**src/source/mm_pkg.sv**
```systemverilog
package mm_pkg;

    // matrix geometry
    localparam int dim = 64;
    localparam int idx_w = 6;

    // sweep counter is {i, j, k}, k in the low bits
    localparam int cnt_w = 3 * idx_w;
    localparam int sweep_len = 1 << cnt_w;

    // data path widths
    localparam int elem_w = 8;
    localparam int prod_w = 2 * elem_w;

    // 64 products of 16 bits need 6 more bits
    localparam int acc_w = prod_w + idx_w;

endpackage

```
**src/source/mem_pkg.sv**
```systemverilog
package mem_pkg;

    // memory geometry
    localparam int addr_w = 12;
    localparam int row_w = 10;
    localparam int col_w = 2;
    localparam int mem_words = 1 << addr_w;

    // host memory select codes
    localparam logic [1:0] sel_a = 2'd0;
    localparam logic [1:0] sel_b = 2'd1;
    localparam logic [1:0] sel_c = 2'd2;

    // row and column as the memory macro sees them
    typedef struct packed {
        logic [row_w-1:0] row;
        logic [col_w-1:0] col;
    } mem_split_t;

    // flat element index or row/col split, same 12 bits
    typedef union packed {
        logic [addr_w-1:0] flat;
        mem_split_t split;
    } mem_addr_t;

endpackage

```
**src/source/mem_port_arbiter.sv**
```systemverilog
`timescale 1ns/100ps

module mem_port_arbiter (
    input  logic                        clk,
    input  logic                        rstn,
    input  logic                        busy,
    input  logic                        host_en,
    input  logic                        host_we,
    input  logic [1:0]                  host_sel,
    input  logic [mem_pkg::addr_w-1:0]  host_addr,
    input  logic [mm_pkg::elem_w-1:0]   host_wdata,
    output logic [mm_pkg::acc_w-1:0]    host_rdata,
    input  logic                        eng_rd,
    input  logic [mem_pkg::addr_w-1:0]  eng_addr_a,
    input  logic [mem_pkg::addr_w-1:0]  eng_addr_b,
    input  logic [mem_pkg::addr_w-1:0]  eng_addr_c,
    input  logic [mm_pkg::acc_w-1:0]    c_wdata,
    input  logic                        c_we,
    output logic                        a_en,
    output logic                        a_we,
    output mem_pkg::mem_addr_t          a_addr,
    output logic [mm_pkg::elem_w-1:0]   a_wdata,
    output logic                        b_en,
    output logic                        b_we,
    output mem_pkg::mem_addr_t          b_addr,
    output logic [mm_pkg::elem_w-1:0]   b_wdata,
    output logic                        c_en,
    output logic                        c_we_mem,
    output mem_pkg::mem_addr_t          c_addr,
    output logic [mm_pkg::acc_w-1:0]    c_wdata_mem,
    input  logic [mm_pkg::elem_w-1:0]   a_rdata,
    input  logic [mm_pkg::elem_w-1:0]   b_rdata,
    input  logic [mm_pkg::acc_w-1:0]    c_rdata
);

    logic       host_a;
    logic       host_b;
    logic       host_c;
    logic [1:0] sel_q;

    assign host_a = host_en && (host_sel == mem_pkg::sel_a);
    assign host_b = host_en && (host_sel == mem_pkg::sel_b);
    assign host_c = host_en && (host_sel == mem_pkg::sel_c);

    always_comb begin
        if (busy) begin
            // engine owns every port
            a_en = eng_rd;
            a_we = 1'b0;
            a_addr.flat = eng_addr_a;
            a_wdata = '0;
            b_en = eng_rd;
            b_we = 1'b0;
            b_addr.flat = eng_addr_b;
            b_wdata = '0;
            c_en = c_we;
            c_we_mem = c_we;
            c_addr.flat = eng_addr_c;
            c_wdata_mem = c_wdata;
        end else begin
            a_en = host_a;
            a_we = host_a && host_we;
            a_addr.flat = host_addr;
            a_wdata = host_wdata;
            b_en = host_b;
            b_we = host_b && host_we;
            b_addr.flat = host_addr;
            b_wdata = host_wdata;
            // C is read only from the host side
            c_en = host_c && !host_we;
            c_we_mem = 1'b0;
            c_addr.flat = host_addr;
            c_wdata_mem = '0;
        end
    end

    // remember which memory the pending read went to
    always_ff @(posedge clk) begin
        if (!rstn) begin
            sel_q <= mem_pkg::sel_a;
        end else if (host_en && !busy) begin
            sel_q <= host_sel;
        end
    end

    always_comb begin
        case (sel_q)
            mem_pkg::sel_a: host_rdata = mm_pkg::acc_w'(a_rdata);
            mem_pkg::sel_b: host_rdata = mm_pkg::acc_w'(b_rdata);
            mem_pkg::sel_c: host_rdata = c_rdata;
            default:        host_rdata = '0;
        endcase
    end

endmodule

```
**config.mk**
```make
export PLATFORM = sky130hd
export DESIGN_NAME = mem_port_arbiter
export DESIGN_NICKNAME = d
export VERILOG_FILES = /design/src/source/mm_pkg.sv /design/src/source/mem_pkg.sv /design/src/source/mem_port_arbiter.sv
export SDC_FILE = /design/constraint.sdc
export NUM_CORES = 1
export LEC_CHECK = 0
export BUFFER_PORTS_ARGS = -buffer_cell sky130_fd_sc_hd__buf_2
export CORE_AREA = 3 3 87 89
export DETAILED_ROUTE_END_ITERATION = 16
export DIE_AREA = 0 0 90 92
export PLACE_DENSITY = 0.66
export SETUP_SLACK_MARGIN = 0.1
export SYNTH_ARGS = -nofsm -noshare
export SYNTH_HDL_FRONTEND = slang
export SYNTH_SLANG_ARGS = --single-unit
```
**constraint.sdc**
```tcl
create_clock -name clk -period 1.4 [get_ports clk]
set_input_delay 0.21 -clock clk [delete_from_list [all_inputs] [get_ports clk]]
set_output_delay 0.21 -clock clk [all_outputs]
set_load 0.05 [all_outputs]
```
* Word level (Yosys, flattened, before mapping) *
Cells that the tools add are included.

storage, ports and cells
  register bits after elaboration = 2
  logic and storage cells = 28

cells by class
  equality and inequality tests = 4
  reduce and logical (&&, ||, !) cells = 11
  multiplexer cells = 12

operator list
  kind                                                              number
  22-bit one-hot mux with 3 select lines                            1
  12-bit two-way mux                                                3
  22-bit two-way mux                                                1
  8-bit two-way mux                                                 1
  1-bit logical AND                                                 7
  1-bit two-way mux                                                 6
  2-bit by 1-bit == test with 1-bit output (second input constant)  2
  2-bit == test (second input constant)                             2
  2-bit logical NOT                                                 2
  1-bit logical NOT                                                 2

* Longest topological paths before layout *
  word-level depth = 4
  gate-level depth with buffers = 5
  gate-level depth less buffers = 3

* Worst setup path before layout *
OpenSTA, ideal clock, no wires.

  path kind = reg2out
  from = register sel_q[1]
  to = output host_rdata[0] (netlist bit)
  path slack = -0.445 ns
  data arrival time = 1.635 ns
  stages on the path, launching flop included = 4
  cell sequence = dfxtp_1 -> buf_6 -> mux2i_1 -> o21ai_0

between the ends
  word-level cells in the longest chain between the ends = 2
  elaborated cells between the ends (all ways) = 4
  those cells by class = eq/ne: 2; mux: 1; reduce/logical: 1

RTL lines
  what                                         line                    RTL
  start: declaration                           mem_port_arbiter.sv:39  logic [1:0] sel_q;
  start signal: assignment                     mem_port_arbiter.sv:80  sel_q <= mem_pkg::sel_a;
  start signal: assignment                     mem_port_arbiter.sv:82  sel_q <= host_sel;
  2-bit == test, or another cell as far along  mem_port_arbiter.sv:87  case (sel_q)
  22-bit one-hot mux with 3 select lines (*)   mem_port_arbiter.sv:87
  end: declaration                             mem_port_arbiter.sv:12  output logic [mm_pkg::acc_w-1:0] host_rdata,

Mark *: on every way between the ends. The rest lies on a longest branch, timed or not.

* Worst setup path in the final report *
  from = register sel_q[1]
  to = output host_rdata[6] (netlist bit)

The elaborated chain is that of the path after synthesis.

==> results.txt <==
----------------------------------------------------
[Cells and area]
  Max reg flops ... 2
  Non-filler instance count after layout ... 505
  Antenna diode count ... 0
  Layout cell share with drive strength beyond 1 ... 68.9%
  Largest registers ... sel_q x2
  Area growth from synthesis to layout ... 144%
  Net count reported at finish ... 536
  Filler Cell Count ... 721
  Register ranked first by flip-flop count ... sel_q

[Global route]
  Met2 track utilization from global routing ... 28.3%
  Number of global-route vias before repair ... 2003
  Met1 track demand over resource in global routing ... 11.9%
  Wire length of the first global-routing pass ... 9230 um
  Maximum number of pins on one net before global-route repair ... 25
  Most heavily used metal layer in global routing ... met2
  Met3 usage in global routing ... 4.43%
  Total grt overflow ... 0
  Antenna violations before repair ... 1
  All-Layer GR Usage ... 13.3%

[Pwr]
  Internal power summed over all cells ... 732 uW
  Net switching power ... 978 uW
  Total power density per cell area ... 623 mW/mm^2
  Clk network pwr share ... 13.2%
  Fraction of power spent switching nets ... 57.2%
  Worst IR Drop VDD ... 0.343 mV
  Part of the power in combinational logic ... 83.1%
  Proportion of power drawn by flip-flops and latches ... 3.8%
  Standby leakage power ... 0.00165 uW

[Timing]
  Slew margin rel. ... 82.1%
  Min Clock Period, post-route ... 1.43 ns
  Max-slew violation count ... 0
  # setup viols final ... 5
  Setup slack after layout ... -0.0277 ns
  Actual slew at the worst max-slew pin ... 0.270 ns
  RSZ-0062 raised after global routing ... yes
  Fin Clk Skew ... 0 ns
  Period utilization ... 102%
  Max Freq ... 0.700 GHz
  Smallest hold slack ... 0.234 ns
  Endpoints failing hold ... 0

[Synthesis]
  Top cell type by total area after synthesis ... nand2_1
  Total nets after synthesis ... 317
  Share of the yosys chip area belonging to registers ... 3.56%
  Gate count after technology mapping ... 192
  Share of flip-flops with an asynchronous set or reset ... 0%
  Post-synthesis instance area ... 0.00112 sq mm
  Leading register cell type out of synthesis ... dfxtp_1
  Register bit count reported by yosys ... 2
  Total of warnings raised by yosys ... 0
  Number of distinct library cells after synthesis ... 21
  EDFF count, synth ... 0
  Mean post-synth cell area ... 5.86 sq um
  Cell with the most instances after synthesis ... nand2_1
  Leading post-synthesis cells by instance count ... nand2_1 (80), and2_1 (24), and2_2 (13), buf_4 (13), nand2b_1 (12)
  Main area contributors after synthesis ... nand2_1 (27%), and2_1 (13%), mux2i_1 (8.9%)
  Proportion of netlist area held by the largest area contributor ... 26.7%

[Placed design]
  Detailed placement HPWL ... 5050 um
  Post-placement setup slack ... 0.0129 ns
  Count of input and output buffers ... 226
  Placer's final routability congestion estimate ... 0.773
  Post-placement cell count ... 500

[CTS]
  Latest clock arrival within the worst-skew pair ... 0.21 ns
  Cts-stage hold buffer count ... 0
  Clock buffers created by TritonCTS ... 3
  CTS clk-pin slew, worst paths ... 0.03 ns
  Buffer levels on the longest clock path ... 2
  H-tree level count ... 1
  Clock tree from TritonCTS ... yes
  Setup Buffers After CTS ... 0
  Buffer type at the clock tree root ... clkbuf_8
  # clock sinks ... 2

[Setup path]
  Worst setup path end ... host_rdata[6]
  Library cell contributing the largest single delay on the critical path ... dfxtp_4
  Startpoint types ... flop
  Worst R2R Setup Slack ... 0.55 ns
  Cells traversed along the worst timing path ... buf_8, mux2i_2, o21ai_2, buf_6
  Largest fanout of any net on the critical path ... 8
  Largest stage delay, worst path ... 0.36 ns
  Endpoint kind of the worst setup timing path ... output pin
  Critical Path Source ... sel_q[1]$_SDFFE_PN0P_
  Crit Reg-Reg Endpoint ... sel_q[0]$_SDFFE_PN0P_
  Startpoint of the lowest-slack register-to-register path ... sel_q[0]$_SDFFE_PN0P_
  Data required time of the critical path ... 1.19 ns
  Number of cell instances on the worst register-to-register path ... 3
  Critical path type ... flop to output pin
  Data arrival at the endpoint of the critical path ... 1.22 ns

[Run status]
  Violations in the final reports ... negative setup slack
  Result of the run ... finished with violations

[Routing]
  Remaining antenna violation count after routing ... 0
  Vias per inst ... 3.95
  Final Routed Wirelength ... 6300 um
  Routed wirelength normalized by instance count ... 12.5 um
  Vias post-DR ... 1997
  Number of DRC violations after detailed-routing iteration 0 ... 12
  Residual DRC count ... 0
  Number of detailed-route iterations in the first pass ... 4

[Floorplan]
  Total Die Area ... 0.00828 sq mm
  Starting utilization of the core area ... 16.5%
  Count of pins on the block boundary ... 227
  Die Y-Extent ... 92 um
  Horizontal die dimension ... 90 um
  Area of the core ... 0.00683 sq mm
  Count of standard-cell rows ... 30

[Job]
  Max-cap violation count ... 0

[Worst hold path]
  Type of the tightest min-delay check ... input port to flop

----------------------------------------------------
[routing by layer]
metal | routed length, um | share of wire (%)
met5 | 13 | 0.21
met3 | 693 | 11
met4 | 53 | 0.84
met1 | 1930 | 31
met2 | 3610 | 57
[layout by cell type, fill, tap and decap left out, types with 7 or more instances in the layout]
cell type	synthesis	layout
and2_4	0	7
mux2i_1	10	7
and2_2	13	8
and2_1	24	22
nand2_1	80	77
clkbuf_4	0	21
buf_2	2	151
o21ai_2	0	8
buf_8	0	8
buf_4	13	44
buf_6	5	8
nor2b_2	1	8
nand2b_1	12	12
[power groups by stage]
stage               Sequential [uW]  Combinational (uW)  Clock [uW]
finish                         64.3                1420         225
global route                   65.0                1490         236
CTS                            64.9                1360         233
detailed placement             63.8                1260           0
global placement               63.8                1260           0
floorplan                      63.2                 911           0
[worst min-delay path by stage]
| stage | startpoint | endpoint | cells after the start |
|---|---|---|---|
| finish | rstn | sel_q[0]$_SDFFE_PN0P_ | 2 |
| global route | rstn | sel_q[0]$_SDFFE_PN0P_ | 2 |
| CTS | rstn | sel_q[0]$_SDFFE_PN0P_ | 2 |
| detailed placement | rstn | sel_q[0]$_SDFFE_PN0P_ | 2 |
| global placement | rstn | sel_q[0]$_SDFFE_PN0P_ | 2 |
| floorplan | rstn | sel_q[0]$_SDFFE_PN0P_ | 1 |
[critical path: cells and delay by family (launching register included)]
family                 cells  cell delay (ns)
flip-flops                 1             0.36
multiplexers               1             0.26
buffers and inverters      2             0.30
AO/OA/AOI/OAI              1             0.08
[cell families (layout without fill, tap and decap cells)]
family / Yosys count / in the layout / share of synthesized area (%)
AOI/OAI and AO/OA: 11 / 11 / 6.12
and+or+nand+nor: 145 / 146 / 65.5
buffers and inverters: 24 / 240 / 15.9
DFF: 2 / 2 / 3.56
muxes: 10 / 10 / 8.90
[through the flow]
step	total power (uW)	TNS [ns]	instance area, sq um	util [%]
after floorplan	975	-1.16	1150	-
after global placement	1320	0	2320	33.9
after detailed placement	1330	0	2320	33.9
after CTS	1660	-0.00322	2600	38.0
after global routing	1800	-0.673	2750	40.2
final	1710	-0.0533	2750	40.2
[what timing repair did]
item	CTS	global route
setup endpoints to repair	64	62
gates cloned	2	0
resized for setup	72	69
pin swaps	3	1
[final cells by class]
class / count / area, sq um / area share (%)
repair buffers: 235 / 1530 / 55.6
flip-flops and latches: 2 / 45.0 / 1.64
multi-input cells: 167 / 1010 / 36.7
well taps: 96 / 120 / 4.37
clock buffers: 3 / 41.3 / 1.50
inverters: 2 / 7.51 / 0.273
(Power assumes the default switching activity.)
