## src/source/mm_pkg.sv

```systemverilog
package mm_pkg;

    // matrix geometry
    localparam int dim = 64;
    localparam int idx_w = 6;

    // sweep counter is {i, j, k}, k in the low bits
    localparam int cnt_w = 3 * idx_w;
    localparam int sweep_len = 1 << cnt_w;

    // data path widths
    localparam int elem_w = 8;
    localparam int prod_w = 2 * elem_w;

    // 64 products of 16 bits need 6 more bits
    localparam int acc_w = prod_w + idx_w;

endpackage

```

## src/source/mem_pkg.sv

```systemverilog
package mem_pkg;

    // memory geometry
    localparam int addr_w = 12;
    localparam int row_w = 10;
    localparam int col_w = 2;
    localparam int mem_words = 1 << addr_w;

    // host memory select codes
    localparam logic [1:0] sel_a = 2'd0;
    localparam logic [1:0] sel_b = 2'd1;
    localparam logic [1:0] sel_c = 2'd2;

    // row and column as the memory macro sees them
    typedef struct packed {
        logic [row_w-1:0] row;
        logic [col_w-1:0] col;
    } mem_split_t;

    // flat element index or row/col split, same 12 bits
    typedef union packed {
        logic [addr_w-1:0] flat;
        mem_split_t split;
    } mem_addr_t;

endpackage

```

## src/source/mm_sequencer.sv

```systemverilog
`timescale 1ns/100ps

module mm_sequencer (
    input  logic                        clk,
    input  logic                        rstn,
    input  logic                        start,
    output logic                        busy,
    output logic                        done,
    output logic                        eng_rd,
    output logic [mem_pkg::addr_w-1:0]  eng_addr_a,
    output logic [mem_pkg::addr_w-1:0]  eng_addr_b,
    output logic [mem_pkg::addr_w-1:0]  eng_addr_c,
    output logic                        mac_valid,
    output logic                        mac_first,
    output logic                        mac_last
);

    logic [mm_pkg::cnt_w-1:0]   cnt;
    logic                       issuing;
    logic                       sweep_end;
    logic [mm_pkg::idx_w-1:0]   idx_i;
    logic [mm_pkg::idx_w-1:0]   idx_j;
    logic [mm_pkg::idx_w-1:0]   idx_k;
    logic [mem_pkg::addr_w-1:0] addr_c_d1;
    // read, accumulate and write stages after the last issue
    logic [2:0]                 tail;

    assign idx_i = cnt[3*mm_pkg::idx_w-1:2*mm_pkg::idx_w];
    assign idx_j = cnt[2*mm_pkg::idx_w-1:mm_pkg::idx_w];
    assign idx_k = cnt[mm_pkg::idx_w-1:0];

    // A walks a row, B walks a column
    assign eng_addr_a = {idx_i, idx_k};
    assign eng_addr_b = {idx_k, idx_j};
    assign eng_rd = issuing;

    assign sweep_end = issuing && (cnt == mm_pkg::cnt_w'(mm_pkg::sweep_len - 1));

    always_ff @(posedge clk) begin
        if (!rstn) begin
            busy <= 1'b0;
            done <= 1'b0;
            issuing <= 1'b0;
            cnt <= '0;
            tail <= '0;
        end else begin
            done <= 1'b0;
            tail <= {tail[1:0], sweep_end};
            if (!busy && start) begin
                busy <= 1'b1;
                issuing <= 1'b1;
                cnt <= '0;
            end else if (tail[2]) begin
                // last C word has been written
                busy <= 1'b0;
                done <= 1'b1;
            end
            if (issuing) begin
                cnt <= cnt + 1'b1;
                if (sweep_end) begin
                    issuing <= 1'b0;
                end
            end
        end
    end

    // flags line up with the memory read data
    always_ff @(posedge clk) begin
        if (!rstn) begin
            mac_valid <= 1'b0;
            mac_first <= 1'b0;
            mac_last <= 1'b0;
        end else begin
            mac_valid <= eng_rd;
            mac_first <= eng_rd && (idx_k == 0);
            mac_last <= eng_rd && (idx_k == mm_pkg::dim - 1);
        end
    end

    // C address follows two stages behind, to meet the MAC result
    always_ff @(posedge clk) begin
        addr_c_d1 <= {idx_i, idx_j};
        eng_addr_c <= addr_c_d1;
    end

endmodule

```

## config.mk

```make
export PLATFORM = sky130hd
export DESIGN_NAME = mm_sequencer
export DESIGN_NICKNAME = d
export VERILOG_FILES = /design/src/source/mm_pkg.sv /design/src/source/mem_pkg.sv /design/src/source/mm_sequencer.sv
export SDC_FILE = /design/constraint.sdc
export NUM_CORES = 1
export LEC_CHECK = 0
export ABC_AREA = 1
export BUFFER_PORTS_ARGS = -buffer_cell sky130_fd_sc_hd__buf_2
export CAP_MARGIN = 20
export CORE_UTILIZATION = 55
export CTS_CLUSTER_DIAMETER = 100
export DETAILED_ROUTE_END_ITERATION = 12
export PLACE_DENSITY = 0.94
export RECOVER_POWER = 25
export SLEW_MARGIN = 20
export SYNTH_ARGS = -nofsm -noshare
export SYNTH_HDL_FRONTEND = slang
export SYNTH_SLANG_ARGS = --single-unit
```

## constraint.sdc

```tcl
create_clock -name clk -period 3.9 [get_ports clk]
set_input_delay 0.39 -clock clk [delete_from_list [all_inputs] [get_ports clk]]
set_output_delay 0.39 -clock clk [all_outputs]
set_load 0.05 [all_outputs]
```

-- Yosys cells after proc, flatten, opt, wreduce, memory -nomap -nowiden
Index checks and enable logic that the tools add are counted.
- logic and storage cells: 31
- flip-flop bits (word level): 51
- input port bits: 3
- bitwise gates (word level): 1
- eq/ne operators: 2
- reductions and logical operators: 9
- mux-type cells: 8
- add/sub/neg operators: 1
- operators with widths (kind ; count):
    $mux 18 ; 2
    $add 18x1->18 const B ; 1
    $eq 18x18->1 const B ; 1
    $eq 6x6->1 const B ; 1
    $logic_not 6->1 ; 1
    $mux 1 ; 6
    $logic_and 1x1->1 ; 4
    $reduce_bool 2->1 ; 2
    $reduce_or 2->1 ; 1
    $logic_not 1->1 ; 1
    $not 1->1 ; 1

-- Logic depth before layout (Yosys ltp)
- word-level depth: 5
- depth in mapped cells: 10

-- Worst setup path before layout
Ideal clock, no wire load.
- kind: register to register
- from: register cnt[1] (netlist bit)
- to: register issuing (netlist: eng_rd)
- required time: 3.790 ns
- library setup time: 0.110 ns
- slack: 2.075 ns
- stages on the path, launching flop included: 9
- arrival: 1.715 ns
- cells stage by stage: dfxtp_1 > ha_1 > nand3_2 > nor2_4 > nand3_4 > nor2_4 > nand3_2 > nand2_1 > inv_1
- cells in the longest elaborated chain, start to end: 4
- RTL lines (what ; RTL line ; source):
    from (decl) ; mm_sequencer.sv:18 ; logic [mm_pkg::cnt_w-1:0] cnt;
    from (signal assigned) ; mm_sequencer.sv:59 ; cnt <= cnt + 1'b1;
    $eq 18x18->1 ; mm_sequencer.sv:37 ; assign sweep_end = issuing && (cnt == mm_pkg::cnt_w'(mm_pkg::sweep_len - 1));
    $logic_and 1x1->1 ; mm_sequencer.sv:37 ;
    $mux 1 ; mm_sequencer.sv:60 ; if (sweep_end) begin
    $mux 1 ; mm_sequencer.sv:58 ; if (issuing) begin
    to (signal assigned) ; mm_sequencer.sv:43 ; issuing <= 1'b0;
    to (signal assigned) ; mm_sequencer.sv:51 ; issuing <= 1'b1;
    to (signal assigned) ; mm_sequencer.sv:61 ; issuing <= 1'b0;
    to (decl) ; mm_sequencer.sv:19 ; logic issuing;
Every way passes these cells.
A chain may end at the register's enable or synchronous reset.

-- Final worst setup path
- from: register issuing (netlist: eng_rd)
- to: output eng_rd
- RTL lines (what ; RTL line ; source):
    to (decl) ; mm_sequencer.sv:9 ; output logic eng_rd,
No word-level cell between the ends.

==> results.sh <==
export IMPL_dp_hpwl_mm=2.38
export IMPL_antenna_found_initial=0
export IMPL_rsz0062_at_grt="false"
export IMPL_layout_nets=254
export IMPL_synth_edf_count=0
export IMPL_slowest_stage="dfxtp_1"
export IMPL_ctsResizeCount=0
export IMPL_grt_pass1_wl_mm=5.24
export IMPL_synthCells=208
export IMPL_min_period_over_period_pct=43.0
export IMPL_crit_chain="buf_2"
export IMPL_slowest_delay_ns=0.58
export IMPL_synth_area_leader_cell="dfxtp_1"
export IMPL_grt_max_degree=18
export IMPL_synth_fa_ha_area_share_pct=1.37
export IMPL_finalPower_uw=831
export IMPL_r2r_cells=8
export IMPL_p_int_uw=624
export IMPL_synthesis_nets=213
export IMPL_synthTopCellsByArea="dfxtp_1, nand2_1, inv_1"
export IMPL_cts_root_buf="clkbuf_4"
export IMPL_fp_row_count=20
export IMPL_ys_ff_latch=51
export IMPL_synth_async_sr_flop_share_pct=0
export IMPL_grtUsageTotal_pct=20.6
export IMPL_final_layout_size_suffix_gt1_share_pct=28.0
export IMPL_htree_levels=2
export IMPL_min_path_cells=3
export IMPL_max_slew_margin_pct=51.3
export IMPL_powerDensity_mw_per_mm2=395
export IMPL_synth_top_area_share_pct=55.7
export IMPL_switchingPower_uw=207
export IMPL_ys_warn_count=0
export IMPL_post_cts_buffers=0
export IMPL_nFillCells=269
export IMPL_synth_top_family_by_area="simple AND/OR/NAND/NOR gates"
export IMPL_hold_buffers=0
export IMPL_drc=0
export IMPL_syn_to_final_growth_pct=14.9
export IMPL_maxSlewViolCount=0
export IMPL_end_kind="output pin"
export IMPL_reg2reg_to="eng_rd$_SDFF_PN0_"
export IMPL_power_share_clock_pct=30.4
export IMPL_hp_start="start"
export IMPL_clkTransAtPathRegs_ns=0.13
export IMPL_synth_most_common_cell="dfxtp_1"
export IMPL_core_mm2=0.00310
export IMPL_yosysUniqueCellTypes=28
export IMPL_grt_pass1_vias=1231
export IMPL_worstHoldEndpoint="busy$_SDFFE_PN0P_"
export IMPL_seq_power_share_pct=63.8
export IMPL_fmax_mhz=596
export IMPL_dieArea_mm2=0.00357
export IMPL_ir_drop_mv=0.305
export IMPL_status="finished clean"
export IMPL_route_vias_total=1412
export IMPL_synthMuxAreaShare_pct=0
export IMPL_drt_iter0_drc=22
export IMPL_clk_latency_ns=0.38
export IMPL_start_util_pct=59.0
export IMPL_arrival_ns=1.29
export IMPL_syn_area_per_cell_um2=8.81
export IMPL_die_x_um=59.7
export IMPL_globalRouteOverflowTotal=0
export IMPL_netSwitchingFraction_pct=24.9
export IMPL_via_per_inst=4.80
export IMPL_synthFlopType="dfxtp_1"
export IMPL_period_minus_slack_ns=1.68
export IMPL_diodes=0
export IMPL_hold_violations=0
export IMPL_die_h_um=59.7
export IMPL_fin_cells=294
export IMPL_hp_class="primary input to register"
export IMPL_comb_power_share_pct=5.8
export IMPL_reg2reg_setup_slack_ns=2.33
export IMPL_netlist_area_mm2=0.00183
export IMPL_timing_rr_start="cnt[1]$_SDFFE_PN0P_"
export IMPL_clock_skew_ns=0.00982
export IMPL_required_ns=3.51
export IMPL_detail_route_antenna_nets=0
export IMPL_finalWeightedCongestion=0.887
export IMPL_numCtsBuffers=5
export IMPL_cp_max_fo=9
export IMPL_cts_buffer_depth=2
export IMPL_crit_buf_inv=1
export IMPL_path_delay_family="flip-flops"
export IMPL_synth_simple_area_share_pct=27.6
export IMPL_synth_compound_area_share_pct=5.26
export IMPL_cts_tree="done"
export IMPL_synth_commonest_cells="dfxtp_1, nand2_1, inv_1"
export IMPL_start_kind="register"
export IMPL_synth_xor_area_share_pct=0.956
export IMPL_setup_violations_final=0
export IMPL_tightest_slew_ns=0.731
export IMPL_fin_setup_tns_ns=0
export IMPL_max_cap_violations=0
export IMPL_placed_cells=286
export IMPL_path_class="register to output pin"
export IMPL_wire_per_inst_um=11.0
export IMPL_io_pins=45
export IMPL_cts_sinks=51
export IMPL_drt_pass1_iter_count=4
export IMPL_port_buffers=44
export IMPL_routed_wl_mm=3.25
export IMPL_seq_area_frac_synth_pct=55.7
export IMPL_p_leak_nw=1.03
## state kept, by name (all words and copies together), names as in the netlist
| name | count |
|---|---|
| addr_c_d1 | 12 |
| busy | 1 |
| cnt | 18 |
| done | 1 |
| eng_addr_c | 12 |
| eng_rd | 1 |
| mac_first | 1 |
| mac_last | 1 |
| mac_valid | 1 |
| tail | 3 |
## metrics by stage
stage / util, % / setup slack [ns] / hold slack (ns) / cell area, um2
3_3_place_gp: 65.7 / 2.39 / 0.310 / 2040
5_1_grt: 67.8 / 2.16 / 0.303 / 2100
4_1_cts: 67.9 / 2.22 / 0.308 / 2110
6_report: 67.8 / 2.22 / 0.298 / 2100
2_1_floorplan: - / 2.08 / 0.310 / 1830
3_5_place_dp: 65.7 / 2.36 / 0.312 / 2040
## cell type report
type | instances | area [um2] | area share [%]
Tap cell | 44 | 55.1 | 2.62
Inverter | 26 | 97.6 | 4.64
Sequential cell | 51 | 1020 | 48.5
Multi-Input combinational cell | 121 | 644 | 30.6
Timing Repair Buffer | 44 | 219 | 10.4
Clock inverter | 2 | 16.3 | 0.773
Clock buffer | 6 | 51.3 | 2.44
## worst reg2reg max path: stages (launching register included)
cell and delay [ns]:
dfxtp_1 0.48, ha_1 0.26, nand3_2 0.11, nor2_4 0.17, nand3_4 0.11, nor2_4 0.15, nand3_2 0.09, nand2_1 0.08
inv_1 0.03
## cell usage in the layout (no fill, tap or decap), drive strengths merged, types with 2 or more instances in the layout
| cell | synthesis | routed |
|---|---|---|
| nand2 | 54 | 54 |
| dfxtp | 51 | 51 |
| buf | 9 | 43 |
| nor2 | 29 | 29 |
| inv | 26 | 26 |
| nand3 | 11 | 11 |
| a21oi | 8 | 8 |
| clkbuf | 1 | 7 |
| o21ai | 5 | 5 |
| nand4 | 3 | 3 |
| a211oi | 2 | 2 |
| nor3 | 2 | 2 |
| ha | 2 | 2 |
## logic make-up (layout without fill, tap and decap cells)
| logic type | after synthesis | in the layout |
|---|---|---|
| flip-flops | 51 | 51 |
| adder cells (fa/ha/maj) | 2 | 2 |
| AO/OA/AOI/OAI | 17 | 17 |
| XOR/XNOR | 2 | 2 |
| buffers and inverters | 36 | 78 |
| AND/OR/NAND/NOR | 100 | 100 |
## worst max path at each step
stage	startpoint	end	cells past startpoint	slack, ns
floorplan	cnt[1]$_SDFFE_PN0P_	eng_rd$_SDFF_PN0_	8	2.08
global placement	start	cnt[4]$_SDFFE_PN0P_	8	2.39
detailed placement	start	cnt[4]$_SDFFE_PN0P_	8	2.36
CTS	eng_rd$_SDFF_PN0_	eng_rd	1	2.22
global route	eng_rd$_SDFF_PN0_	eng_rd	1	2.16
finish	eng_rd$_SDFF_PN0_	eng_rd	1	2.22
## power by group through the flow
stage	clock network, mW	registers, mW	logic (mW)
floorplan	0	0.554	0.0293
global placement	0	0.542	0.0479
detailed placement	0	0.542	0.0483
CTS	0.256	0.531	0.0486
global route	0.283	0.532	0.0524
finish	0.252	0.531	0.0482
## routing by layer
layer,vias up,wire length [um],global-route usage (%)
li1,723,-,-
met1,643,1480,25.2
met2,38,1540,32.7
met3,8,156,5.41
met4,0,70,12.0
met5,-,0,0
(Power assumes the default switching activity.)
