==> src/source/mm_pkg.sv <==
package mm_pkg;

    // matrix geometry
    localparam int dim = 64;
    localparam int idx_w = 6;

    // sweep counter is {i, j, k}, k in the low bits
    localparam int cnt_w = 3 * idx_w;
    localparam int sweep_len = 1 << cnt_w;

    // data path widths
    localparam int elem_w = 8;
    localparam int prod_w = 2 * elem_w;

    // 64 products of 16 bits need 6 more bits
    localparam int acc_w = prod_w + idx_w;

endpackage

==> src/source/mac_unit.sv <==
`timescale 1ns/100ps

module mac_unit (
    input  logic                        clk,
    input  logic                        rstn,
    input  logic [mm_pkg::elem_w-1:0]   a,
    input  logic [mm_pkg::elem_w-1:0]   b,
    input  logic                        valid,
    input  logic                        first,
    input  logic                        last,
    output logic [mm_pkg::acc_w-1:0]    result,
    output logic                        result_valid
);

    logic [mm_pkg::prod_w-1:0] prod;
    logic [mm_pkg::acc_w-1:0]  acc;
    logic [mm_pkg::acc_w-1:0]  sum;

    assign prod = a * b;

    // first term restarts the sum
    assign sum = (first ? '0 : acc) + mm_pkg::acc_w'(prod);

    always_ff @(posedge clk) begin
        if (valid) begin
            acc <= sum;
            // hold the finished element while the next one accumulates
            if (last) begin
                result <= sum;
            end
        end
    end

    always_ff @(posedge clk) begin
        if (!rstn) begin
            result_valid <= 1'b0;
        end else begin
            result_valid <= valid && last;
        end
    end

endmodule

==> config.mk <==
export PLATFORM = sky130hd
export DESIGN_NAME = mac_unit
export DESIGN_NICKNAME = d
export VERILOG_FILES = /design/src/source/mm_pkg.sv /design/src/source/mac_unit.sv
export SDC_FILE = /design/constraint.sdc
export NUM_CORES = 1
export LEC_CHECK = 0
export CORE_ASPECT_RATIO = 1.75
export CORE_MARGIN = 5
export CORE_UTILIZATION = 23
export CTS_CLUSTER_DIAMETER = 40
export DETAILED_ROUTE_END_ITERATION = 16
export DONT_BUFFER_PORTS = 1
export PLACE_DENSITY = 0.44
export SLEW_MARGIN = 20
export SYNTH_ARGS = -nofsm -noshare
export SYNTH_HDL_FRONTEND = slang
export SYNTH_SLANG_ARGS = --single-unit
export TNS_END_PERCENT = 100
==> constraint.sdc <==
create_clock -name clk -period 6.4 [get_ports clk]
set_input_delay 0.64 -clock clk [delete_from_list [all_inputs] [get_ports clk]]
set_output_delay 0.64 -clock clk [all_outputs]
set_load 0.05 [all_outputs]
# After elaboration in Yosys (flattened, before gate mapping)
# Cells that the tools add are included.
[word_totals]
romBits = 0
regBits = 45
elab_cells = 8
output_inout_bits = 23
ramBits = 0
in_bits = 21
latch_bits = 0
mem_count = 0
[classes]
order_cmp = 0
n_addsub = 1
n_mul = 1
bitwise_logic = 0
n_reduce_logical = 2
shift = 0
eq_ne = 0
n_mux = 1
n_div = 0
[op_table]
columns = ["cell", "count"]
rows = [
  ["$add 22x16->22", 1],
  ["$mux 22", 1],
  ["$mul 8x8->16", 1],
  ["$reduce_and 2->1", 1],
  ["$logic_and 1x1->1", 1],
]

# Depth between registers and ports, before layout
# Gate-level depths: netlist of run 1.
[logic_depth]
depth_word = 2
ltp_mapped = 18
mapped_depth_nobuf = 17

# Worst setup path before layout of run 1
# No wires, ideal clock.
[synth_path]
kind = "input -> register"
startpoint = "in first"
endpoint = "reg acc[17] in the netlist's numbering (data pin)"
cell_stages = 16
t_arrival_ps = 4365
path_buffers = 1
setup_slack_ps = 1767
path_cell_list = "clkbuf_1 > nand2b_1 > fa_1 > inv_1 > fa_1 > fa_1 > inv_1 > fa_1 > inv_1 > ha_1 > a21o_1 > a21oi_1 > nand3_2 > a41oi_2 > o221ai_2 > xor2_1"
[synth_between]
elab_chain_len = 2
[synth_rtl]
columns = ["element", "line", "text"]
rows = [
  ["start: declaration", "mac_unit.sv:9", "input logic first,"],
  ["$mux 22", "mac_unit.sv:22", "assign sum = (first ? '0 : acc) + mm_pkg::acc_w'(prod);"],
  ["$add 22x16->22", "mac_unit.sv:22", ""],
  ["via sum, one bit", "mac_unit.sv:17", "logic [mm_pkg::acc_w-1:0] sum;"],
  ["end signal: assignment", "mac_unit.sv:26", "acc <= sum;"],
  ["end: declaration", "mac_unit.sv:16", "logic [mm_pkg::acc_w-1:0] acc;"],
]
# The timed path passes the listed nets, and every way through them passes these cells.
# A chain may end at the register's enable or synchronous reset.

# Worst setup path after layout of run 1
[layout_path]
startpoint = "in b[7] in the netlist's numbering"
endpoint = "reg acc[17] in the netlist's numbering (data pin)"
[layout_between]
elab_chain_len = 2
[layout_rtl]
columns = ["element", "line", "text"]
rows = [
  ["start: declaration", "mac_unit.sv:7", "input logic [mm_pkg::elem_w-1:0] b,"],
  ["$mul 8x8->16", "mac_unit.sv:19", "assign prod = a * b;"],
  ["$add 22x16->22", "mac_unit.sv:22", ""],
  ["via sum, one bit", "mac_unit.sv:17", ""],
]
# The timed path passes the listed nets, and every way through them passes these cells.

==> summary.txt, run 1 <==
Die
  • Core Area: 18500 um^2
  • # IOs: 44
  • Die X: 113 um
  • Full die area: 21500 um^2
  • Row count: 66
  • Initial core utilization: 23.1%
  • Die Y: 190 um

STA
  • Highest Clock Rate: 219 MHz
  • Final hold slack: 0.469 ns
  • Final Setup Violations: 0
  • Max Clock Skew: 0.00567 ns
  • Post-route setup TNS: 0 ns
  • Unrepaired setup endpoints after global routing: false
  • Max_slew headroom: 65.3%
  • Hold Fails Final Rpt: 0
  • Min Clock Period, post-route: 4.56 ns
  • Worst Slack Setup Final: 1.84 ns
  • Final Slew Violations: 0
  • Period utilisation layout: 71.2%
  • Worst slew pin tran: 0.522 ns

Cells and area
  • Fill cells: 1986
  • Layout cells sized above 1: 4.69%
  • Layout Area Growth over Synthesis: 9.94%
  • ANT cells: 0
  • FF+latch area: 1340 um^2
  • Post-route insts no fill: 643
  • Fin nets: 516
  • Area of the multi-input gates: 2580 um^2

Setup path
  • Most used cell, CP: fa_1
  • Worst EP arrival: 4.58 ns
  • Worst setup endpoint: acc[17]
  • Reg2Reg Depth: 15
  • CP max FO: 8
  • CP max stage cell: fa_1
  • Reg-to-Reg End: acc[17]
  • Worst path depth: 15
  • Top delay family on crit path: adder cells
  • R2R Path Start: acc[7]
  • Worst EP required: 6.43 ns
  • CP cell instances: nand2_1, fa_1, fa_1, inv_1, fa_1, inv_1, fa_1, inv_1, ha_1, a21o_1, a21oi_1, nand3_2, a41oi_2, o221ai_2, xor2_1
  • Setup Crit Path Kind: in2reg
  • Beginning of the critical path: b[7]
  • Max stage delay on crit path: 0.55 ns
  • Buf/Inv on CP: 3
  • CP startpoint kind: primary input
  • Reg2Reg Setup Slack: 2.04 ns
  • CP endpoint kind: register

Routing
  • DRC violations left: 0
  • ANT nets after route: 0
  • Pre-Repair DR Iteration Count: 4
  • Routed len/inst: 14.8 um
  • Vias: 2648
  • Vias/cell: 4.12
  • Initial DRC Count: 73
  • Post-Route WL: 9.52 mm

Global route
  • GR peak layer: met2
  • GR Layer Usage met3: 1.97%
  • Antenna violations before repair: 0
  • GRT Total Usage: 9.52%
  • GRT overflow: 0
  • Wire length of the first global-routing pass: 16.1 mm
  • Vias in the first global route: 3023
  • Met1 Use GR: 10.5%
  • Met2 Track Usage GR: 17.1%
  • Largest net degree at the start of global routing: 25

Synth
  • Synth top area share: 30.9%
  • Net count after synthesis: 511
  • Synth warn: 0
  • Avg Synthesized Cell Area: 10.7 um^2
  • Post-synth cell types: 43
  • Syn Std Cell Area: 4280 um^2
  • Synth top area cells: edfxtp_1 31%, fa_1 23%, ha_1 12%, inv_1 7.9%, and2_1 5.0%
  • Seq/Total Area, Yosys: 31.3%
  • Synth Instances: 399
  • Area leader, netlist: edfxtp_1
  • FF+latch count, synth: 45

Pwr
  • Total Power: 2.25 mW
  • Worst vdd ir: 0.126 mV
  • Leak: 2.14 nW
  • PD cells: 479 nW/um^2

Run
  • Total of max-cap violations: 0

Placed design
  • Hpwl dp: 8.01 mm
  • I/O Buffers: 0
  • Dpl cells: 635
  • DP Worst Slack: 1.54 ns
  • Routability Congestion: 0.829

Clock tree
  • Worst-path clk slew: 0.06 ns
  • CTS H-tree lvls: 2
  • Max clock buf depth: 2
  • CTS Buf Count: 5
  • Clock Sinks: 45
  • Root buf cell: clkbuf_16
  • CTS Hold Bufs: 0
  • Setup Fix Bufs, Post-CTS: 0
  • CTS tree: yes
  • Post-cts sizing count: 0
  • Worst-Skew Late Latency: 0.29 ns

Status
  • Status: finished, final reports clean

Worst hold path
  • Worst Hold Class: in2reg
## metrics by stage
stage               cell area (um^2)  util, %
finish                          4710     25.4
floorplan                       4280        -
detailed placement              4570     24.7
global placement                4570     24.7
global route                    4710     25.4
CTS                             4710     25.4
## Yosys cell counts
cell	count
inv_1	90
fa_1	50
edfxtp_1	44
nand2_1	43
ha_1	41
and2_1	34
nor2b_1	12
nand2b_1	11
xnor2_1	10
a21oi_1	9
o21ai_0	6
xor2_1	6
a21o_1	4
a31oi_1	3
nor2_1	3
o21a_1	3
and3_1	2
clkbuf_1	2
nand3_1	2
a211oi_1	1
a211oi_2	1
a21boi_0	1
a221oi_2	1
a32oi_1	1
a41oi_2	1
and2b_1	1
and3_4	1
and3b_1	1
and4_4	1
buf_6	1
dfxtp_1	1
nand2b_2	1
nand3_2	1
nor3_1	1
o2111ai_1	1
o2111ai_2	1
o211ai_2	1
o21ai_1	1
o21ba_1	1
o21bai_4	1
o221ai_2	1
o22ai_1	1
o2bb2ai_1	1
## layer usage
layer	share of wire, %	routed length (um)
met1	38	3590
met2	54	5110
met3	5.4	511
met4	3.2	303
met5	0	0
## worst register-to-register path, delay by kind of cell, from the launching register on
kind | cells | cell delay [ns]
xor+xnor | 1 | 0.17
simple gates | 2 | 0.21
buf+inv | 3 | 0.15
flops | 1 | 0.32
compound gates | 4 | 0.92
fa+ha+maj | 5 | 2.33
## flip-flops by register name (all words and copies together) (netlist names)
signal,count
acc,22
result,22
result_valid,1
## how the worst min path moves through the flow
stage	startpoint	to	slack [ns]	depth (start not counted)
final	valid	acc[15]	0.47	0
after global routing	valid	acc[15]	0.45	0
after CTS	valid	acc[15]	0.45	0
after detailed placement	acc[21]	acc[21]	0.70	2
after global placement	acc[20]	acc[20]	0.69	2
after floorplan	acc[20]	acc[20]	0.64	2
## power by group
part | switching, mW | internal, mW | leakage (nW)
registers | 0.185 | 0.555 | 0.436
logic | 0.774 | 0.492 | 1.64
clock network | 0.104 | 0.143 | 0.0706
## logic make-up after synthesis
logic type,Yosys count,share of synthesized area [%]
buffers and inverters,93,8.33
adders and majority gates,91,35.4
DFF,45,31.3
AOI/OAI and AO/OA,40,7.34
and+or+nand+nor,114,14.4
xor gates and xnor gates,16,3.27
## layout make-up
class,count,area share (%)
multi-input cells,261,54.9
flip-flops and latches,45,28.5
inverters,90,7.18
well taps,238,6.33
clock buffers,6,2.74
clock inverters,2,0.213
repair buffers,1,0.160
## placed cells by master, fill, tap and decap left out, types with 5 or more instances in the layout
cell type,n
a21oi_1,9
and2_1,34
ha_1,41
fa_1,50
nand2b_1,11
inv_1,90
xor2_1,6
edfxtp_1,44
clkbuf_16,5
nor2b_1,12
nand2_1,43
o21ai_0,6
xnor2_1,10
Power figures use the tool's default switching activity.
==> run 2, diff against run 1 <==
clock period = 4.5 ns   (was 6.4 ns; I/O delays follow)
==> run 2 against run 1 <==
Sequential cell count unchanged; cell count increased by 1.4%; worst hold slack got worse by 0.20 ns; combinational power increased by 56%; utilization increased by 0.52 points; via count increased by 2.7%; setup slack got worse by 1.6 ns; count of clock-buffer cells in the layout decreased by 1; total power increased by 53%; clock power increased by 69%.
==> summary.txt, run 2 (synthesized netlist as in run 1, its figures left out) <==
STA
  • Highest Clock Rate: 234 MHz
  • Max_slew headroom: 65.4% (+0.18 points)
  • Max Clock Skew: 0.00586 ns (+0.000189 ns)
  • Hold Fails Final Rpt: 0 (unchanged)
  • Min Clock Period, post-route: 4.28 ns
  • Worst slew pin tran: 0.519 ns (-0.00273 ns)
  • Post-route setup TNS: 0 ns (unchanged)
  • Final Slew Violations: 0 (unchanged)
  • Unrepaired setup endpoints after global routing: false
  • Period utilisation layout: 95.1%
  • Final Setup Violations: 0 (unchanged)

Global route
  • Wire length of the first global-routing pass: 16.4 mm (+2.2%)
  • Antenna violations before repair: 0 (unchanged)
  • GRT overflow: 0 (unchanged)
  • GRT Total Usage: 9.73% (+0.21 points)
  • Vias in the first global route: 3051 (+0.93%)
  • Largest net degree at the start of global routing: 25 (unchanged)

Pwr
  • Clk pwr share: 12.1% (+1.1 points)
  • Net switching share of the total power: 45.1% (-2.0 points)
  • Pint: 1.89 mW (+59%)
  • Sequential share of power: 30.5% (-2.3 points)
  • Worst vdd ir: 0.235 mV (+86%)
  • Leak: 2.20 nW (+2.7%)
  • Net Sw Power: 1.56 mW (+46%)
  • PD cells: 718 nW/um^2 (+50%)
  • Logic pwr share: 57.4% (+1.2 points)

Die
  • Core Area: 18500 um^2 (unchanged)
  • Initial core utilization: 23.1% (unchanged)
  • Die X: 113 um (unchanged)
  • Row count: 66 (unchanged)
  • Die Y: 190 um (unchanged)
  • Full die area: 21500 um^2 (unchanged)
  • # IOs: 44 (unchanged)

Placed design
  • Hpwl dp: 8.17 mm (+2.1%)
  • Dpl cells: 645 (+1.6%)
  • Routability Congestion: 0.832 (+0.36%)
  • I/O Buffers: 0 (unchanged)

Cells and area
  • Layout cells sized above 1: 7.00% (+2.3 points)
  • Most common cell after layout, fill and taps aside: inv_1
  • Fin nets: 526 (+1.9%)
  • ANT cells: 0 (unchanged)
  • Commonest non-fill, non-tap cells in the layout: 90 x inv_1, 50 x fa_1, 44 x edfxtp_1
  • Post-route insts no fill: 652 (+1.4%)
  • Biggest regs: acc: 22 flops, result: 22 flops, result_valid: 1 flops
  • Fill cells: 1965 (-1.1%)
  • Layout Area Growth over Synthesis: 12.2%

Setup path
  • CP endpoint kind: register
  • CP startpoint kind: register
  • CP max FO: 3 (-5)
  • Worst EP arrival: 4.30 ns (-0.28 ns)
  • Setup Crit Path Kind: reg2reg
  • Worst EP required: 4.52 ns (-1.91 ns)

Clock tree
  • CTS Hold Bufs: 0 (unchanged)
  • Max clock buf depth: 2 (unchanged)
  • Worst-path clk slew: 0.07 ns (about the same)
  • Setup Fix Bufs, Post-CTS: 0 (unchanged)
  • Post-cts sizing count: 0 (unchanged)
  • CTS tree: yes
  • CTS Buf Count: 5 (unchanged)
  • Worst-Skew Late Latency: 0.29 ns (about the same)
  • CTS H-tree lvls: 2 (unchanged)
  • Clock Sinks: 45 (unchanged)
  • Root buf cell: clkbuf_16

Routing
  • Post-Route WL: 9.83 mm (+3.2%)
  • Routed len/inst: 15.1 um (+1.8%)
  • Vias: 2719 (+2.7%)
  • Initial DRC Count: 110 (+51%)
  • Vias/cell: 4.17 (+1.3%)
  • Pre-Repair DR Iteration Count: 4 (unchanged)
  • DRC violations left: 0 (unchanged)
  • ANT nets after route: 0 (unchanged)

Status
  • Status: finished, final reports clean

Worst hold path
  • Worst Hold Class: in2reg

Run
  • Total of max-cap violations: 0 (unchanged)
-- run 2: cell types whose count changed in the layout (fill, tap and decap cells not counted) --
cell | previous run | this run
clkinv_2 | 2 | 1
bufinv_16 | 0 | 1
clkbuf_1 | 1 | 0
buf_4 | 1 | 11
-- run 2: path summary, 6_finish.rpt --
check	slack, ns	start	cells after the start	to
max	0.22	acc[7]	15	acc[15]
min	0.27	valid	0	acc[14]
max reg2reg	0.22	acc[7]	15	acc[15]
min reg2reg	0.71	acc[0]	2	result[0]
-- run 2: final cells by class --
cell class	count	area (um^2)	area share (%)
multi-input combinational	261	2580	53.8
sequential	45	1340	27.9
inverter	90	338	7.03
tap	238	298	6.20
clock buffer	5	125	2.61
timing repair buffer	11	82.6	1.72
clock inverter	2	35.0	0.730
-- run 2: worst max-delay path: stages, from the launching register on --
cell      delay (ns)
edfxtp_1        0.32
nand2b_1        0.06
fa_1            0.49
inv_1           0.06
fa_1            0.47
fa_1            0.50
inv_1           0.06
fa_1            0.54
inv_1           0.04
ha_1            0.30
a21o_1          0.18
a21oi_1         0.23
nand3_2         0.15
a41oi_2         0.31
o21ai_1         0.11
xor2_1          0.19
-- run 2: per-layer routing --
| layer | track usage, % | wire length [um] | vias to the layer above |
|---|---|---|---|
| met1 | 10.6 | 3720 | 1352 |
| met2 | 18.0 | 5290 | 56 |
| met4 | 4.72 | 297 | 0 |
| met3 | 1.71 | 522 | 19 |
| li1 | - | - | 1292 |
| met5 | 0 | 0 | - |
-- run 2: power groups by stage --
stage                     clock (mW)  combinational [mW]  sequential [mW]
after floorplan                    0                1.38             1.03
after global placement             0                1.99             1.07
after detailed placement           0                2.01             1.07
after CTS                      0.436                2.03             1.06
after global routing           0.451                2.23             1.07
final                          0.417                1.98             1.05
-- run 2: stage by stage --
stage	power [mW]	utilization, %	hold slack [ns]	instance area, um^2	worst slack, ns
after floorplan	2.41	-	0.562	4280	0.0575
final	3.45	26.0	0.272	4800	0.219
after CTS	3.53	26.0	0.258	4800	0.215
after detailed placement	3.08	25.1	0.568	4640	-0.0787
after global placement	3.06	25.1	0.568	4640	-0.0655
after global routing	3.75	26.0	0.259	4800	0.0402
